$ cat config.mk
export PLATFORM = sky130hd
export DESIGN_NAME = smap_loopback_top
export DESIGN_NICKNAME = d
export VERILOG_FILES = /design/src/source/smap_pkg.sv /design/src/source/smap_fifo.sv /design/src/source/smap_host_port.sv /design/src/source/loop_engine.sv /design/src/source/loop_cfg_regs.sv /design/src/source/smap_loopback_top.sv
export VERILOG_INCLUDE_DIRS = /design/src /design/src/source
export SDC_FILE = /design/constraint.sdc
export NUM_CORES = 1
export LEC_CHECK = 0
export BUFFER_PORTS_ARGS = -buffer_cell sky130_fd_sc_hd__buf_2
export CAP_MARGIN = 5
export CORE_ASPECT_RATIO = 0.5
export CORE_UTILIZATION = 45
export DETAILED_ROUTE_END_ITERATION = 16
export MAX_ROUTING_LAYER = met4
export PLACE_DENSITY = 0.64
export REMOVE_ABC_BUFFERS = 1
export SKIP_CTS_REPAIR_TIMING = 1
export SLEW_MARGIN = 20
export SYNTH_ARGS = -nofsm -noshare
export SYNTH_HDL_FRONTEND = slang
export SYNTH_SLANG_ARGS = --single-unit
$ cat constraint.sdc
create_clock -name user_clk -period 4.7 [get_ports user_clk]
set_input_delay 0.235 -clock user_clk [delete_from_list [all_inputs] [get_ports user_clk]]
set_output_delay 0.235 -clock user_clk [all_outputs]
set_load 0.05 [all_outputs]
$ cat src/source/smap_consts.svh
// Build constants for the SelectMAP loopback port
// FIFO depth and pointer width must agree: depth = 2**ptr_w

`ifndef SMAP_CONSTS_SVH
`define SMAP_CONSTS_SVH

// FIFO sizing, also the loop engine's starting credit count
`define SMAP_FIFO_DEPTH 8
`define SMAP_PTR_W      3

// Register map on the 2-bit config address
`define SMAP_ADDR_CTRL  2'd0
`define SMAP_ADDR_MASK  2'd1
`define SMAP_ADDR_STAT  2'd2   // Read only

// Bit positions inside the control register
`define SMAP_CTRL_EN    0
`define SMAP_CTRL_SWAP  1

`endif

$ cat src/source/smap_pkg.sv
// Shared data type for the SelectMAP loopback port
// Byte 0 is the first byte seen on the host bus

`default_nettype none

package smap_pkg;

   //----------------------------------------------------------------------
   // One 32-bit word, read either whole or by bus byte
   //----------------------------------------------------------------------
   typedef union packed {
      logic [31:0]     word;
      logic [0:3][7:0] bytes;   // bytes[0] is the most significant
   } smap_word_t;

endpackage : smap_pkg

`default_nettype wire

$ cat src/source/smap_fifo.sv
// Synchronous first-word-fall-through FIFO, single clock
// Push while full and pop while empty are ignored

`default_nettype none

`include "smap_consts.svh"

module smap_fifo #(
   parameter int DEPTH = `SMAP_FIFO_DEPTH,
   parameter int PTR_W = `SMAP_PTR_W
) (
   input  logic                 user_clk,
   input  logic                 reset,
   input  logic                 push,
   input  logic                 pop,
   input  smap_pkg::smap_word_t wdata,
   output smap_pkg::smap_word_t rdata,
   output logic                 full,
   output logic                 empty,
   output logic [PTR_W:0]       count
);

   import smap_pkg::*;

   smap_word_t       mem [DEPTH];
   logic [PTR_W-1:0] wr_ptr;
   logic [PTR_W-1:0] rd_ptr;
   logic             do_push;
   logic             do_pop;

   assign do_push = push && !full;
   assign do_pop  = pop && !empty;

   assign full  = (count == (PTR_W+1)'(DEPTH));
   assign empty = (count == '0);
   assign rdata = mem[rd_ptr];   // Head word shown without a pop

   // Word storage
   always_ff @(posedge user_clk) begin
      if (do_push) mem[wr_ptr] <= wdata;
   end

   always_ff @(posedge user_clk) begin
      if (reset) begin
         wr_ptr <= '0;
         rd_ptr <= '0;
         count  <= '0;
      end else begin
         if (do_push) begin
            wr_ptr <= (wr_ptr == PTR_W'(DEPTH-1)) ? '0 : wr_ptr + 1'b1;
         end
         if (do_pop) begin
            rd_ptr <= (rd_ptr == PTR_W'(DEPTH-1)) ? '0 : rd_ptr + 1'b1;
         end
         // Push and pop together leave the occupancy unchanged
         case ({do_push, do_pop})
            2'b10:   count <= count + 1'b1;
            2'b01:   count <= count - 1'b1;
            default: count <= count;
         endcase
      end
   end

endmodule : smap_fifo

`default_nettype wire

$ cat src/source/smap_host_port.sv
// SelectMAP slave side: 8-bit host bus to 32-bit FIFO words
// Host must hold off writes while init_b is low, bytes sent then are lost

`default_nettype none

module smap_host_port (
   input  logic                 user_clk,
   input  logic                 reset,
   // Host bus
   input  logic [7:0]           d_in,
   output logic [7:0]           d_out,
   output logic                 d_oe,
   input  logic                 cs_b,
   input  logic                 rdwr_b,
   output logic                 init_b,
   // Receive FIFO write side
   output logic                 rx_push,
   output smap_pkg::smap_word_t rx_wdata,
   input  logic                 rx_full,
   // Transmit FIFO read side
   input  smap_pkg::smap_word_t tx_rdata,
   input  logic                 tx_empty,
   output logic                 tx_pop,
   output logic                 credit_ret
);

   import smap_pkg::*;

   // Write side state
   smap_word_t pack;            // Bytes 0..2 of the word being built
   logic [1:0] wr_idx;
   logic       wr_take;

   // Read side state
   smap_word_t hold;
   logic       hold_valid;
   logic [1:0] rd_idx;

   //----------------------------------------------------------------------
   // Host write path
   //----------------------------------------------------------------------
   assign init_b  = !rx_full;                      // Busy while no free entry
   assign wr_take = !cs_b && !rdwr_b && init_b;
   assign rx_push = wr_take && (wr_idx == 2'd3);   // Fourth byte closes the word

   // Last byte goes straight to the FIFO on the same edge
   always_comb begin
      rx_wdata          = pack;
      rx_wdata.bytes[3] = d_in;
   end

   always_ff @(posedge user_clk) begin
      if (wr_take) pack.bytes[wr_idx] <= d_in;
   end

   always_ff @(posedge user_clk) begin
      if (reset) begin
         wr_idx <= '0;
      end else if (wr_take) begin
         wr_idx <= wr_idx + 1'b1;   // Wraps after byte 3
      end
   end

   //----------------------------------------------------------------------
   // Host read path
   //----------------------------------------------------------------------
   assign d_oe   = !cs_b && rdwr_b && hold_valid;
   assign d_out  = hold.bytes[rd_idx];
   assign tx_pop = !hold_valid && !tx_empty;   // Refill whenever empty

   always_ff @(posedge user_clk) begin
      if (tx_pop) hold <= tx_rdata;
   end

   always_ff @(posedge user_clk) begin
      if (reset) begin
         hold_valid <= 1'b0;
         rd_idx     <= '0;
         credit_ret <= 1'b0;
      end else begin
         credit_ret <= tx_pop;   // One credit per word taken out
         if (tx_pop) begin
            hold_valid <= 1'b1;
            rd_idx     <= '0;
         end else if (d_oe) begin
            rd_idx <= rd_idx + 1'b1;
            if (rd_idx == 2'd3) hold_valid <= 1'b0;   // Word drained
         end
      end
   end

endmodule : smap_host_port

`default_nettype wire

$ cat src/source/loop_engine.sv
// Moves words from the receive FIFO to the transmit FIFO
// Credits track free transmit entries, so the transmit full flag is not needed

`default_nettype none

`include "smap_consts.svh"

module loop_engine (
   input  logic                 user_clk,
   input  logic                 reset,
   input  logic                 enable,
   input  logic                 byte_swap,
   input  logic [31:0]          xor_mask,
   input  smap_pkg::smap_word_t rx_rdata,
   input  logic                 rx_empty,
   output logic                 rx_pop,
   output logic                 tx_push,
   output smap_pkg::smap_word_t tx_wdata,
   input  logic                 credit_ret,
   output logic                 moved
);

   import smap_pkg::*;

   logic [`SMAP_PTR_W:0] credits;
   logic                 move;
   smap_word_t           swapped;

   // At most one word per cycle
   assign move    = enable && !rx_empty && (credits != '0);
   assign rx_pop  = move;
   assign tx_push = move;
   assign moved   = move;

   //----------------------------------------------------------------------
   // Transform, combinational from FIFO head
   //----------------------------------------------------------------------
   always_comb begin
      swapped = rx_rdata;
      if (byte_swap) begin
         for (int i = 0; i < 4; i++) begin
            swapped.bytes[i] = rx_rdata.bytes[3-i];
         end
      end
      tx_wdata.word = swapped.word ^ xor_mask;   // Mask after the swap
   end

   // Credit counter
   always_ff @(posedge user_clk) begin
      if (reset) begin
         credits <= (`SMAP_PTR_W+1)'(`SMAP_FIFO_DEPTH);   // Whole transmit FIFO free
      end else begin
         case ({move, credit_ret})
            2'b10:   credits <= credits - 1'b1;
            2'b01:   credits <= credits + 1'b1;
            default: credits <= credits;             // Spent and returned
         endcase
      end
   end

endmodule : loop_engine

`default_nettype wire

$ cat src/source/loop_cfg_regs.sv
// Control, mask and status registers for the loop engine
// Status counts looped words, wraps at 2**32 and ignores writes

`default_nettype none

`include "smap_consts.svh"

module loop_cfg_regs (
   input  logic        user_clk,
   input  logic        reset,
   input  logic        cfg_we,
   input  logic [1:0]  cfg_addr,
   input  logic [31:0] cfg_wdata,
   output logic [31:0] cfg_rdata,
   input  logic        moved,
   output logic        enable,
   output logic        byte_swap,
   output logic [31:0] xor_mask
);

   logic [31:0] ctrl_word;
   logic [31:0] stat_count;

   // Control register as seen on a read
   always_comb begin
      ctrl_word                  = '0;
      ctrl_word[`SMAP_CTRL_EN]   = enable;
      ctrl_word[`SMAP_CTRL_SWAP] = byte_swap;
   end

   //----------------------------------------------------------------------
   // Writes and the word counter
   //----------------------------------------------------------------------
   always_ff @(posedge user_clk) begin
      if (reset) begin
         enable     <= 1'b0;
         byte_swap  <= 1'b0;
         xor_mask   <= '0;
         stat_count <= '0;
      end else begin
         if (cfg_we && cfg_addr == `SMAP_ADDR_CTRL) begin
            enable    <= cfg_wdata[`SMAP_CTRL_EN];
            byte_swap <= cfg_wdata[`SMAP_CTRL_SWAP];
         end
         if (cfg_we && cfg_addr == `SMAP_ADDR_MASK) xor_mask <= cfg_wdata;
         if (moved) stat_count <= stat_count + 1'b1;
      end
   end

   // Read data, one cycle after the address
   always_ff @(posedge user_clk) begin
      if (reset) begin
         cfg_rdata <= '0;
      end else begin
         case (cfg_addr)
            `SMAP_ADDR_CTRL: cfg_rdata <= ctrl_word;
            `SMAP_ADDR_MASK: cfg_rdata <= xor_mask;
            `SMAP_ADDR_STAT: cfg_rdata <= stat_count;
            default:         cfg_rdata <= '0;   // Unused address
         endcase
      end
   end

endmodule : loop_cfg_regs

`default_nettype wire

$ cat src/source/smap_loopback_top.sv
// SelectMAP loopback subsystem on one clock, user_clk
// Bus appears as separate in, out and output-enable ports, no IO buffers

`default_nettype none

module smap_loopback_top (
   input  logic        user_clk,
   input  logic        reset,
   // Host bus
   input  logic [7:0]  d_in,
   output logic [7:0]  d_out,
   output logic        d_oe,
   input  logic        cs_b,
   input  logic        rdwr_b,
   output logic        init_b,
   // Register bus
   input  logic        cfg_we,
   input  logic [1:0]  cfg_addr,
   input  logic [31:0] cfg_wdata,
   output logic [31:0] cfg_rdata
);

   import smap_pkg::*;

   // Receive path, port to engine
   smap_word_t  rx_wdata;
   smap_word_t  rx_rdata;
   logic        rx_push;
   logic        rx_pop;
   logic        rx_full;
   logic        rx_empty;

   // Transmit path, engine to port
   smap_word_t  tx_wdata;
   smap_word_t  tx_rdata;
   logic        tx_push;
   logic        tx_pop;
   logic        tx_empty;
   logic        credit_ret;

   // Configuration
   logic        enable;
   logic        byte_swap;
   logic [31:0] xor_mask;
   logic        moved;

   smap_host_port u_smap_host_port (
      .user_clk(user_clk), .reset(reset),
      .d_in(d_in), .d_out(d_out), .d_oe(d_oe),
      .cs_b(cs_b), .rdwr_b(rdwr_b), .init_b(init_b),
      .rx_push(rx_push), .rx_wdata(rx_wdata), .rx_full(rx_full),
      .tx_rdata(tx_rdata), .tx_empty(tx_empty), .tx_pop(tx_pop),
      .credit_ret(credit_ret)
   );

   smap_fifo u_rx_fifo (
      .user_clk(user_clk), .reset(reset), .push(rx_push), .pop(rx_pop),
      .wdata(rx_wdata), .rdata(rx_rdata), .full(rx_full), .empty(rx_empty),
      .count()
   );

   // Full flag unused, the engine's credits keep it from overflowing
   smap_fifo u_tx_fifo (
      .user_clk(user_clk), .reset(reset), .push(tx_push), .pop(tx_pop),
      .wdata(tx_wdata), .rdata(tx_rdata), .full(), .empty(tx_empty),
      .count()
   );

   loop_engine u_loop_engine (
      .user_clk(user_clk), .reset(reset),
      .enable(enable), .byte_swap(byte_swap), .xor_mask(xor_mask),
      .rx_rdata(rx_rdata), .rx_empty(rx_empty), .rx_pop(rx_pop),
      .tx_push(tx_push), .tx_wdata(tx_wdata),
      .credit_ret(credit_ret), .moved(moved)
   );

   loop_cfg_regs u_loop_cfg_regs (
      .user_clk(user_clk), .reset(reset),
      .cfg_we(cfg_we), .cfg_addr(cfg_addr), .cfg_wdata(cfg_wdata),
      .cfg_rdata(cfg_rdata), .moved(moved),
      .enable(enable), .byte_swap(byte_swap), .xor_mask(xor_mask)
   );

endmodule : smap_loopback_top

`default_nettype wire

==> flow_summary.json, run 1 <==
{
  "synthTopCellsByArea": "edfxtp_1, dfxtp_1, mux4_1, mux4_2, mux2_2",
  "fp-row-count": 63,
  "drv_cap": 0,
  "synthArstFlopShare_pct": 0,
  "cp_max_fo": 19,
  "synth_top_area_share_pct": 62.3,
  "synth_area_um2": 27400,
  "fin_nets": 1722,
  "floorplan.initialDensity_pct": 45.9,
  "wirelength_um": 56800,
  "synth_common_cells": "edfxtp_1, dfxtp_1, nand2_1, nor2_1, mux4_2",
  "slew_headroom_pct": 25.7,
  "gr-total-overflow": 0,
  "switching_share_pct": 22.8,
  "hold_viol_final": 0,
  "post-place-ws_ps": 1210,
  "end_kind": "register",
  "multiInputGateArea_um2": 7430,
  "finClkSkew_ps": 23.7,
  "dieArea_um2": 61900,
  "drc_errors": 0,
  "synth_edf_count": 568,
  "crit_required_ps": 5220,
  "core_um2": 59700,
  "routed_via_density": 5.52,
  "rsz0062_at_grt": "false",
  "grtUsageTotal_pct": 18.8,
  "r2r.worst_path.cells": 12,
  "syn_inst": 1508,
  "grt_pass1_wl_um": 84400,
  "ff_latch_area_um2": 19700,
  "synth_top_family_by_area": "multiplexers",
  "synth_area_per_cell_um2": 18.2,
  "clock.fmax_mhz": 282,
  "num_io_pins": 89,
  "synth_xor_area_share_pct": 2.33,
  "yosysTopAreaCell": "edfxtp_1",
  "yosysMostFrequentCell": "edfxtp_1",
  "share_comb_of_total_power_pct": 9.4,
  "worstSkewPairLatency_ps": 620,
  "hold_depth": 4,
  "drive_above_1_share_pct": 22.6,
  "cts_max_level": 2,
  "max-vdd-ir-drop_mv": 0.283,
  "gp_congestion": 0.817,
  "synth_fa_ha_area_share_pct": 1.12,
  "cp-start-kind": "register",
  "fin_crit_ps": 3540,
  "ys_seq_area_share_pct": 71.8,
  "tightest_slew_ps": 1120,
  "ys_ff_latch": 699,
  "fillCellCount": 4657,
  "numCtsBuffers": 61,
  "fp.dieW_um": 351,
  "synth_cell_types": 49,
  "dieHeight_um": 176,
  "hpwl_um": 33600,
  "cts.sink_count": 699,
  "p_leak_uw": 0.0101,
  "grt_pass1_vias": 14200,
  "post-route-period-util_pct": 75.4,
  "wire_per_inst_um": 22.6,
  "yosysWarnings": 0,
  "clk_pin_slew_worst_paths_ps": 70,
  "dominantRegCellSynth": "edfxtp_1",
  "setup_slack_ps": 1160,
  "cts_tree": "done",
  "drtAntennaViolNets": 0,
  "clock-root-buffer": "clkbuf_16",
  "worstSetupPathType": "reg2reg",
  "setup_viol": 0,
  "synth-compound-area-share_pct": 2.26,
  "p_int_uw": 10500,
  "hold_path.class": "in2reg",
  "p_sw_uw": 3080,
  "run_status": "completed",
  "first_iter_violations": 1172,
  "seqPwrFrac_pct": 52.7,
  "syn_to_final_growth_pct": 14.3,
  "portBuffers": 88,
  "dr.pass1.iters": 5,
  "grt_max_degree": 81,
  "synthMuxAreaShare_pct": 16.2,
  "synth-simple-area-share_pct": 4.81,
  "power_density_nw_per_um2": 432,
  "slew_violations": 0,
  "vias": 13900,
  "antenna_found_initial": 1,
  "clock_path_buffers": 3,
  "utilization_pct": 52.5,
  "arrival_ps": 4070,
  "clkPwrFrac_pct": 38.0
}
==> sequential cells by signal, indices dropped and copies added, names as in the netlist, 2 cells and up, named ones only <==
name                        flops
u_loop_cfg_regs.cfg_rdata      32
u_loop_cfg_regs.stat_count     32
u_loop_cfg_regs.xor_mask       32
u_loop_engine.credits           4
u_rx_fifo.count                 4
u_rx_fifo.mem                 256
u_rx_fifo.rd_ptr                3
u_rx_fifo.wr_ptr                3
u_smap_host_port.hold          32
u_smap_host_port.pack          24
u_smap_host_port.rd_idx         2
u_smap_host_port.wr_idx         2
u_tx_fifo.count                 4
u_tx_fifo.mem                 256
u_tx_fifo.rd_ptr                3
u_tx_fifo.wr_ptr                3
==> stage by stage <==
step	instances	hold slack, ps	TNS (ps)	cell area [um^2]	total power [uW]
final	2517	16.4	0	31300	13500
after global routing	2516	27.4	0	31300	14000
after CTS	2475	-163	0	30900	13600
after detailed placement	2360	475	0	28800	8520
after global placement	2360	471	0	28800	8470
after floorplan	1430	304	-35980	27000	8150
==> cell type report <==
type | count | area share (%)
clock buffers | 78 | 5.21
repair buffers | 158 | 3.41
diodes | 2 | 0.0160
clock inverters | 37 | 1.42
inverters | 7 | 0.0839
well taps | 812 | 3.24
multi-input cells | 724 | 23.7
flip-flops and latches | 699 | 62.9
==> power by group through the flow <==
stage | Combinational, uW | Sequential (uW) | Clock (uW)
after global routing | 1370 | 7150 | 5470
after CTS | 1260 | 7130 | 5220
after detailed placement | 1260 | 7260 | 0
after floorplan | 894 | 7250 | 0
after global placement | 1220 | 7250 | 0
final | 1270 | 7120 | 5130
==> critical path: stages (launching register included) <==
cell     delay (ps)
dfxtp_1         480
o41ai_1         180
nor2_2          680
inv_2           260
a21oi_2         300
inv_2           150
ha_1            290
xor2_1          180
ha_1            190
a21oi_1         140
xor2_1          100
or3_1           340
a21oi_1         150
==> path summary, 6_finish.rpt <==
kind,startpoint,end,slack [ps]
setup / recovery,u_rx_fifo.count[1],u_tx_fifo.count[2],1160
hold / removal,cfg_addr[0],u_loop_cfg_regs.cfg_rdata[1],20
setup reg to reg,u_rx_fifo.count[1],u_tx_fifo.count[2],1160
hold reg to reg,u_loop_cfg_regs.xor_mask[0],u_loop_cfg_regs.xor_mask[0],480
==> kinds of logic after synthesis <==
| group | Yosys count |
|---|---|
| flops | 699 |
| simple gates | 283 |
| mux | 241 |
| compound gates | 103 |
| buf+inv | 85 |
| xor+xnor | 73 |
| fa+ha+maj | 24 |
==> routing by layer <==
metal	GRT usage (%)	share of wire (%)
met1	24.4	43
met2	31.7	51
met3	2.70	4.2
met4	3.93	1.6
met5	-	0
==> cells in the final DEF, fill, tap and decap left out, types with 3 or more instances in the layout <==
cell type	synthesis	final
nor2b_1	5	3
bufinv_16	0	9
mux4_2	72	72
nand3b_1	3	3
clkinvlp_4	0	3
and3_1	5	5
nand4_1	14	14
edfxtp_1	568	568
mux2_2	62	62
dfxtp_2	0	3
ha_1	23	23
nor2_4	0	4
nand3_1	18	18
buf_2	14	87
mux4_1	64	64
o21ai_0	11	11
nor2_1	87	83
clkinv_2	0	10
clkinv_4	0	3
clkbuf_16	0	61
dlygate4sd3_1	0	40
nor4_2	0	3
and2_1	7	7
xnor2_1	44	44
clkinv_1	0	8
a21oi_1	57	57
nor3_2	1	8
mux2i_1	41	41
a22oi_1	30	30
inv_1	5	5
or3_1	7	7
clkbuf_1	46	13
buf_4	0	31
nand2_1	97	96
dfxtp_1	131	126
nor3b_1	5	3
nor3_1	16	9
clkbuf_8	0	4
xor2_1	29	29
Power figures use the tool's default switching activity.
==> inputs of run 2 (changes only) <==
Settings changed: PLACE_DENSITY 0.64 to 0.62.
Clock period 4.7 ns to 3.32 ns, I/O delays scaled along.
==> flow_summary.json, run 2 (same netlist as run 1, synthesis figures left out) <==
{
  "drv_cap": 0,
  "cts_tree": "done",
  "reg_top3": "u_rx_fifo.mem x256, u_tx_fifo.mem x256",
  "wire_per_inst_um": 23.4,
  "placed_area_um2": 29100,
  "grt_pass1_vias": 14100,
  "floorplan.initialDensity_pct": 45.9,
  "grt_max_degree": 79,
  "postLayoutCellArea_um2": 31500,
  "dieHeight_um": 176,
  "post-route-period-util_pct": 89.9,
  "r2r.worst_path.cells": 14,
  "core_um2": 59700,
  "slew_headroom_pct": 30.0,
  "worstSkewPairLatency_ps": 600,
  "p_leak_uw": 0.0101,
  "numCtsBuffers": 59,
  "hold_viol_final": 0,
  "setup_tns_ps": 0,
  "slew_violations": 0,
  "ff_latch_area_um2": 19700,
  "fp.dieW_um": 351,
  "rsz0062_at_grt": "false",
  "run_status": "completed",
  "multiInputGateArea_um2": 7440,
  "cts.sink_count": 699,
  "first_iter_violations": 1153,
  "clock-root-buffer": "clkbuf_16",
  "holdWs_ps": 10.3,
  "dieArea_um2": 61900,
  "arrival_ps": 3510,
  "mostFrequentLayoutCells": "edfxtp_1, dfxtp_1, nand2_1",
  "vias": 14000,
  "reg2reg_setup_slack_ps": 330,
  "fin_nets": 1733,
  "fp-row-count": 63,
  "fin_crit_ps": 2990,
  "clk_pin_slew_worst_paths_ps": 70,
  "hold_path.class": "in2reg",
  "fillCellCount": 4644,
  "worstSetupPathType": "reg2reg",
  "drtAntennaViolNets": 0,
  "num_io_pins": 89,
  "gp_congestion": 0.810,
  "cp-start-kind": "register",
  "portBuffers": 88,
  "end_kind": "register",
  "clock_path_buffers": 3,
  "finClkSkew_ps": 16.3,
  "final_common_cell": "edfxtp_1",
  "max-vdd-ir-drop_mv": 0.405,
  "crit_required_ps": 3840,
  "cts_max_level": 2,
  "hold_depth": 4,
  "tightest_slew_ps": 1040,
  "clock.fmax_mhz": 335,
  "grtUsageTotal_pct": 19.6,
  "cp_max_fo": 10,
  "grt_pass1_wl_um": 86800,
  "hpwl_um": 34500,
  "drive_above_1_share_pct": 22.8,
  "gr-total-overflow": 0,
  "routed_via_density": 5.55,
  "antenna_found_initial": 1,
  "wirelength_um": 59100,
  "dr.pass1.iters": 5,
  "syn_to_final_growth_pct": 15.1,
  "drc_errors": 0,
  "power_density_nw_per_um2": 604,
  "setup_viol": 0
}
[run 2: cell types whose count changed in the layout (fill, tap and decap cells not counted), moves of 2 or more]
| cell | delta |
|---|---|
| clkbuf_1 | -8 |
| clkinvlp_4 | +3 |
| dlygate4sd3_1 | +2 |
| clkinv_8 | -2 |
| buf_4 | -5 |
| clkinv_4 | -3 |
| clkbuf_8 | -4 |
| clkinv_1 | +8 |
| buf_12 | +16 |
[run 2: final timing paths]
| check | from | endpoint |
|---|---|---|
| setup reg to reg | u_rx_fifo.count[1] | u_tx_fifo.count[2] |
| hold reg to reg | u_loop_cfg_regs.xor_mask[15] | u_loop_cfg_regs.xor_mask[15] |
| hold / removal | cs_b | u_rx_fifo.wr_ptr[2] |
| setup / recovery | u_rx_fifo.count[1] | u_tx_fifo.count[2] |
[run 2: per-stage QoR]
| stage | instances | utilization, % | power (uW) | setup slack [ps] |
|---|---|---|---|---|
| after floorplan | 1430 | - | 11500 | -2110 |
| after global placement | 2371 | 48.8 | 12000 | 335 |
| after detailed placement | 2371 | 48.8 | 12100 | 237 |
| after CTS | 2480 | 52.1 | 19200 | 236 |
| after global routing | 2523 | 52.8 | 19700 | 116 |
| final | 2523 | 52.8 | 19000 | 334 |
[run 2: critical path: stages (launching register included)]
cell and delay [ps]:
dfxtp_1 390, o41ai_2 460, buf_4 200, nor2_2 40, inv_2 80, buf_4 190, a21oi_2 90, inv_2 180
ha_1 290, xor2_1 170, ha_1 170, a21oi_1 50, xor2_1 160, or3_1 310, a21oi_1 150
[run 2: area by class of cell]
cell class	instances	share of cell area (%)
Tap cell	812	3.22
Inverter	7	0.0833
Timing Repair Buffer	171	4.35
Clock buffer	66	4.90
Clock inverter	43	1.38
Multi-Input combinational cell	724	23.6
Sequential cell	699	62.5
Antenna cell	1	0.00794
[run 2: metal layers]
layer  global-route usage (%)  share of wire, %  vias up
met5                        -                 0        -
met1                     25.6                44     7369
li1                         -                 -     6247
met4                     4.46               1.9        0
met3                     2.55               3.5       97
met2                     32.7                50      287
[run 2: power breakdown]
part | internal, uW | total, uW | switching (uW)
Clock | 4030 | 7110 | 3080
Sequential | 9840 | 10000 | 203
Combinational | 797 | 1880 | 1090
==> inputs of run 3 (changes only) <==
Clock period 3.32 ns to 3.1 ns, I/O delays scaled along.
==> flow_summary.json, run 3 (same netlist as run 1, synthesis figures left out) <==
{
  "worstSkewPairLatency_ps": 610,
  "arrival_ps": 3080,
  "gp_congestion": 0.796,
  "wirelength_um": 57000,
  "portBuffers": 88,
  "cpPeakStageDelay_ps": 580,
  "holdWs_ps": 23.4,
  "crit_chain": "buf_12, mux4_1, mux2_2, mux2i_1, xnor2_1",
  "first_iter_violations": 963,
  "cts_tree": "done",
  "final_common_cell": "edfxtp_1",
  "dr.pass1.iters": 5,
  "numCtsBuffers": 61,
  "p_leak_uw": 0.0101,
  "fin_nets": 1734,
  "utilization_pct": 52.9,
  "crit_required_ps": 3340,
  "vias": 13800,
  "clock.fmax_mhz": 352,
  "slew_violations": 0,
  "tightest_slew_ps": 1140,
  "hpwl_um": 33000,
  "place_inst": 2370,
  "rsz0062_at_grt": "false",
  "fin_crit_ps": 2840,
  "drc_errors": 0,
  "syn_to_final_growth_pct": 15.2,
  "mostFrequentLayoutCells": "edfxtp_1, dfxtp_1, nand2_1",
  "post-route-period-util_pct": 91.6,
  "fillCellCount": 4621,
  "cp_max_fo": 24,
  "fin_cells": 2526,
  "fp.dieW_um": 351,
  "fp-row-count": 63,
  "reg2reg_setup_slack_ps": 260,
  "num_io_pins": 89,
  "cpMaxStageDelayCell": "mux4_1",
  "finClkSkew_ps": 15.9,
  "r2r.worst_path.cells": 5,
  "grt_pass1_wl_um": 84400,
  "cts.sink_count": 699,
  "floorplan.initialDensity_pct": 45.9,
  "grtUsageTotal_pct": 18.9,
  "power_density_nw_per_um2": 642,
  "grt_pass1_vias": 14000,
  "drive_above_1_share_pct": 22.9,
  "cts_max_level": 2,
  "rr_endpoint": "u_tx_fifo.mem[4][22]",
  "antenna_found_initial": 0,
  "grt_max_degree": 92,
  "reg_top3": "u_rx_fifo.mem x256, u_tx_fifo.mem x256",
  "clk_pin_slew_worst_paths_ps": 70,
  "dieHeight_um": 176,
  "routed_via_density": 5.48,
  "max-vdd-ir-drop_mv": 0.486,
  "setup_viol": 0,
  "endpoint": "u_tx_fifo.mem[4][22]",
  "hold_depth": 4,
  "gr-total-overflow": 0,
  "clock-root-buffer": "clkbuf_16",
  "core_um2": 59700,
  "dieArea_um2": 61900,
  "hold_path.class": "in2reg",
  "antennaDiodeCount": 0,
  "wire_per_inst_um": 22.6,
  "drv_cap": 0,
  "slew_headroom_pct": 23.2,
  "hold_viol_final": 0,
  "run_status": "completed",
  "end_kind": "register",
  "clock_path_buffers": 3,
  "worstSetupPathType": "reg2reg",
  "cp-start-kind": "register",
  "drtAntennaViolNets": 0
}
run 3: metrics by stage:
step                TNS (ps)  power (uW)  setup slack (ps)  cell area, um^2
floorplan            -628980       12400             -2330            27000
global placement           0       12900               268            29200
detailed placement         0       12900               183            29200
CTS                        0       20400               164            31100
global route               0       21000               112            31600
finish                     0       20200               261            31600
run 3: report_power, final:
| part | leakage [uW] | switching, uW | total, uW | internal, uW |
|---|---|---|---|---|
| clock network | 0.000963 | 3300 | 7490 | 4190 |
| logic | 0.00301 | 1160 | 2020 | 860 |
| registers | 0.00618 | 197 | 10700 | 10500 |
run 3: critical path: cells and delay by family (launching register included):
| family | cells | cell delay, ps |
|---|---|---|
| XOR/XNOR | 1 | 530 |
| flip-flops | 1 | 520 |
| multiplexers | 3 | 1140 |
| buffers and inverters | 1 | 250 |
run 3: cell type report:
class                           instances  area, um^2  area share [%]
Multi-Input combinational cell        724        7450            23.6
Clock buffer                           79        1660            5.27
Tap cell                              812        1020            3.22
Timing Repair Buffer                  170        1410            4.48
Clock inverter                         35         308           0.975
Sequential cell                       699       19700            62.4
Inverter                                7        26.3          0.0832
run 3: worst min-delay path by stage:
stage	start	endpoint	slack (ps)
global placement	cfg_wdata[10]	u_loop_cfg_regs.xor_mask[10]	400
global route	cfg_addr[1]	u_loop_cfg_regs.byte_swap	40
floorplan	reset	u_loop_cfg_regs.stat_count[1]	220
finish	cfg_addr[1]	u_loop_cfg_regs.byte_swap	20
detailed placement	cfg_wdata[10]	u_loop_cfg_regs.xor_mask[10]	410
CTS	cfg_wdata[24]	u_loop_cfg_regs.xor_mask[24]	-240
run 3: layer usage:
metal  wire length, um  part of all wire (%)  vias up  track usage (%)
li1                  -                     -     6261                -
met1             25000                    44     7190             24.8
met2             28700                    50      298             31.6
met3              2140                   3.7       81             2.38
met4              1110                   1.9        0             4.71
met5                 0                     0        -                -
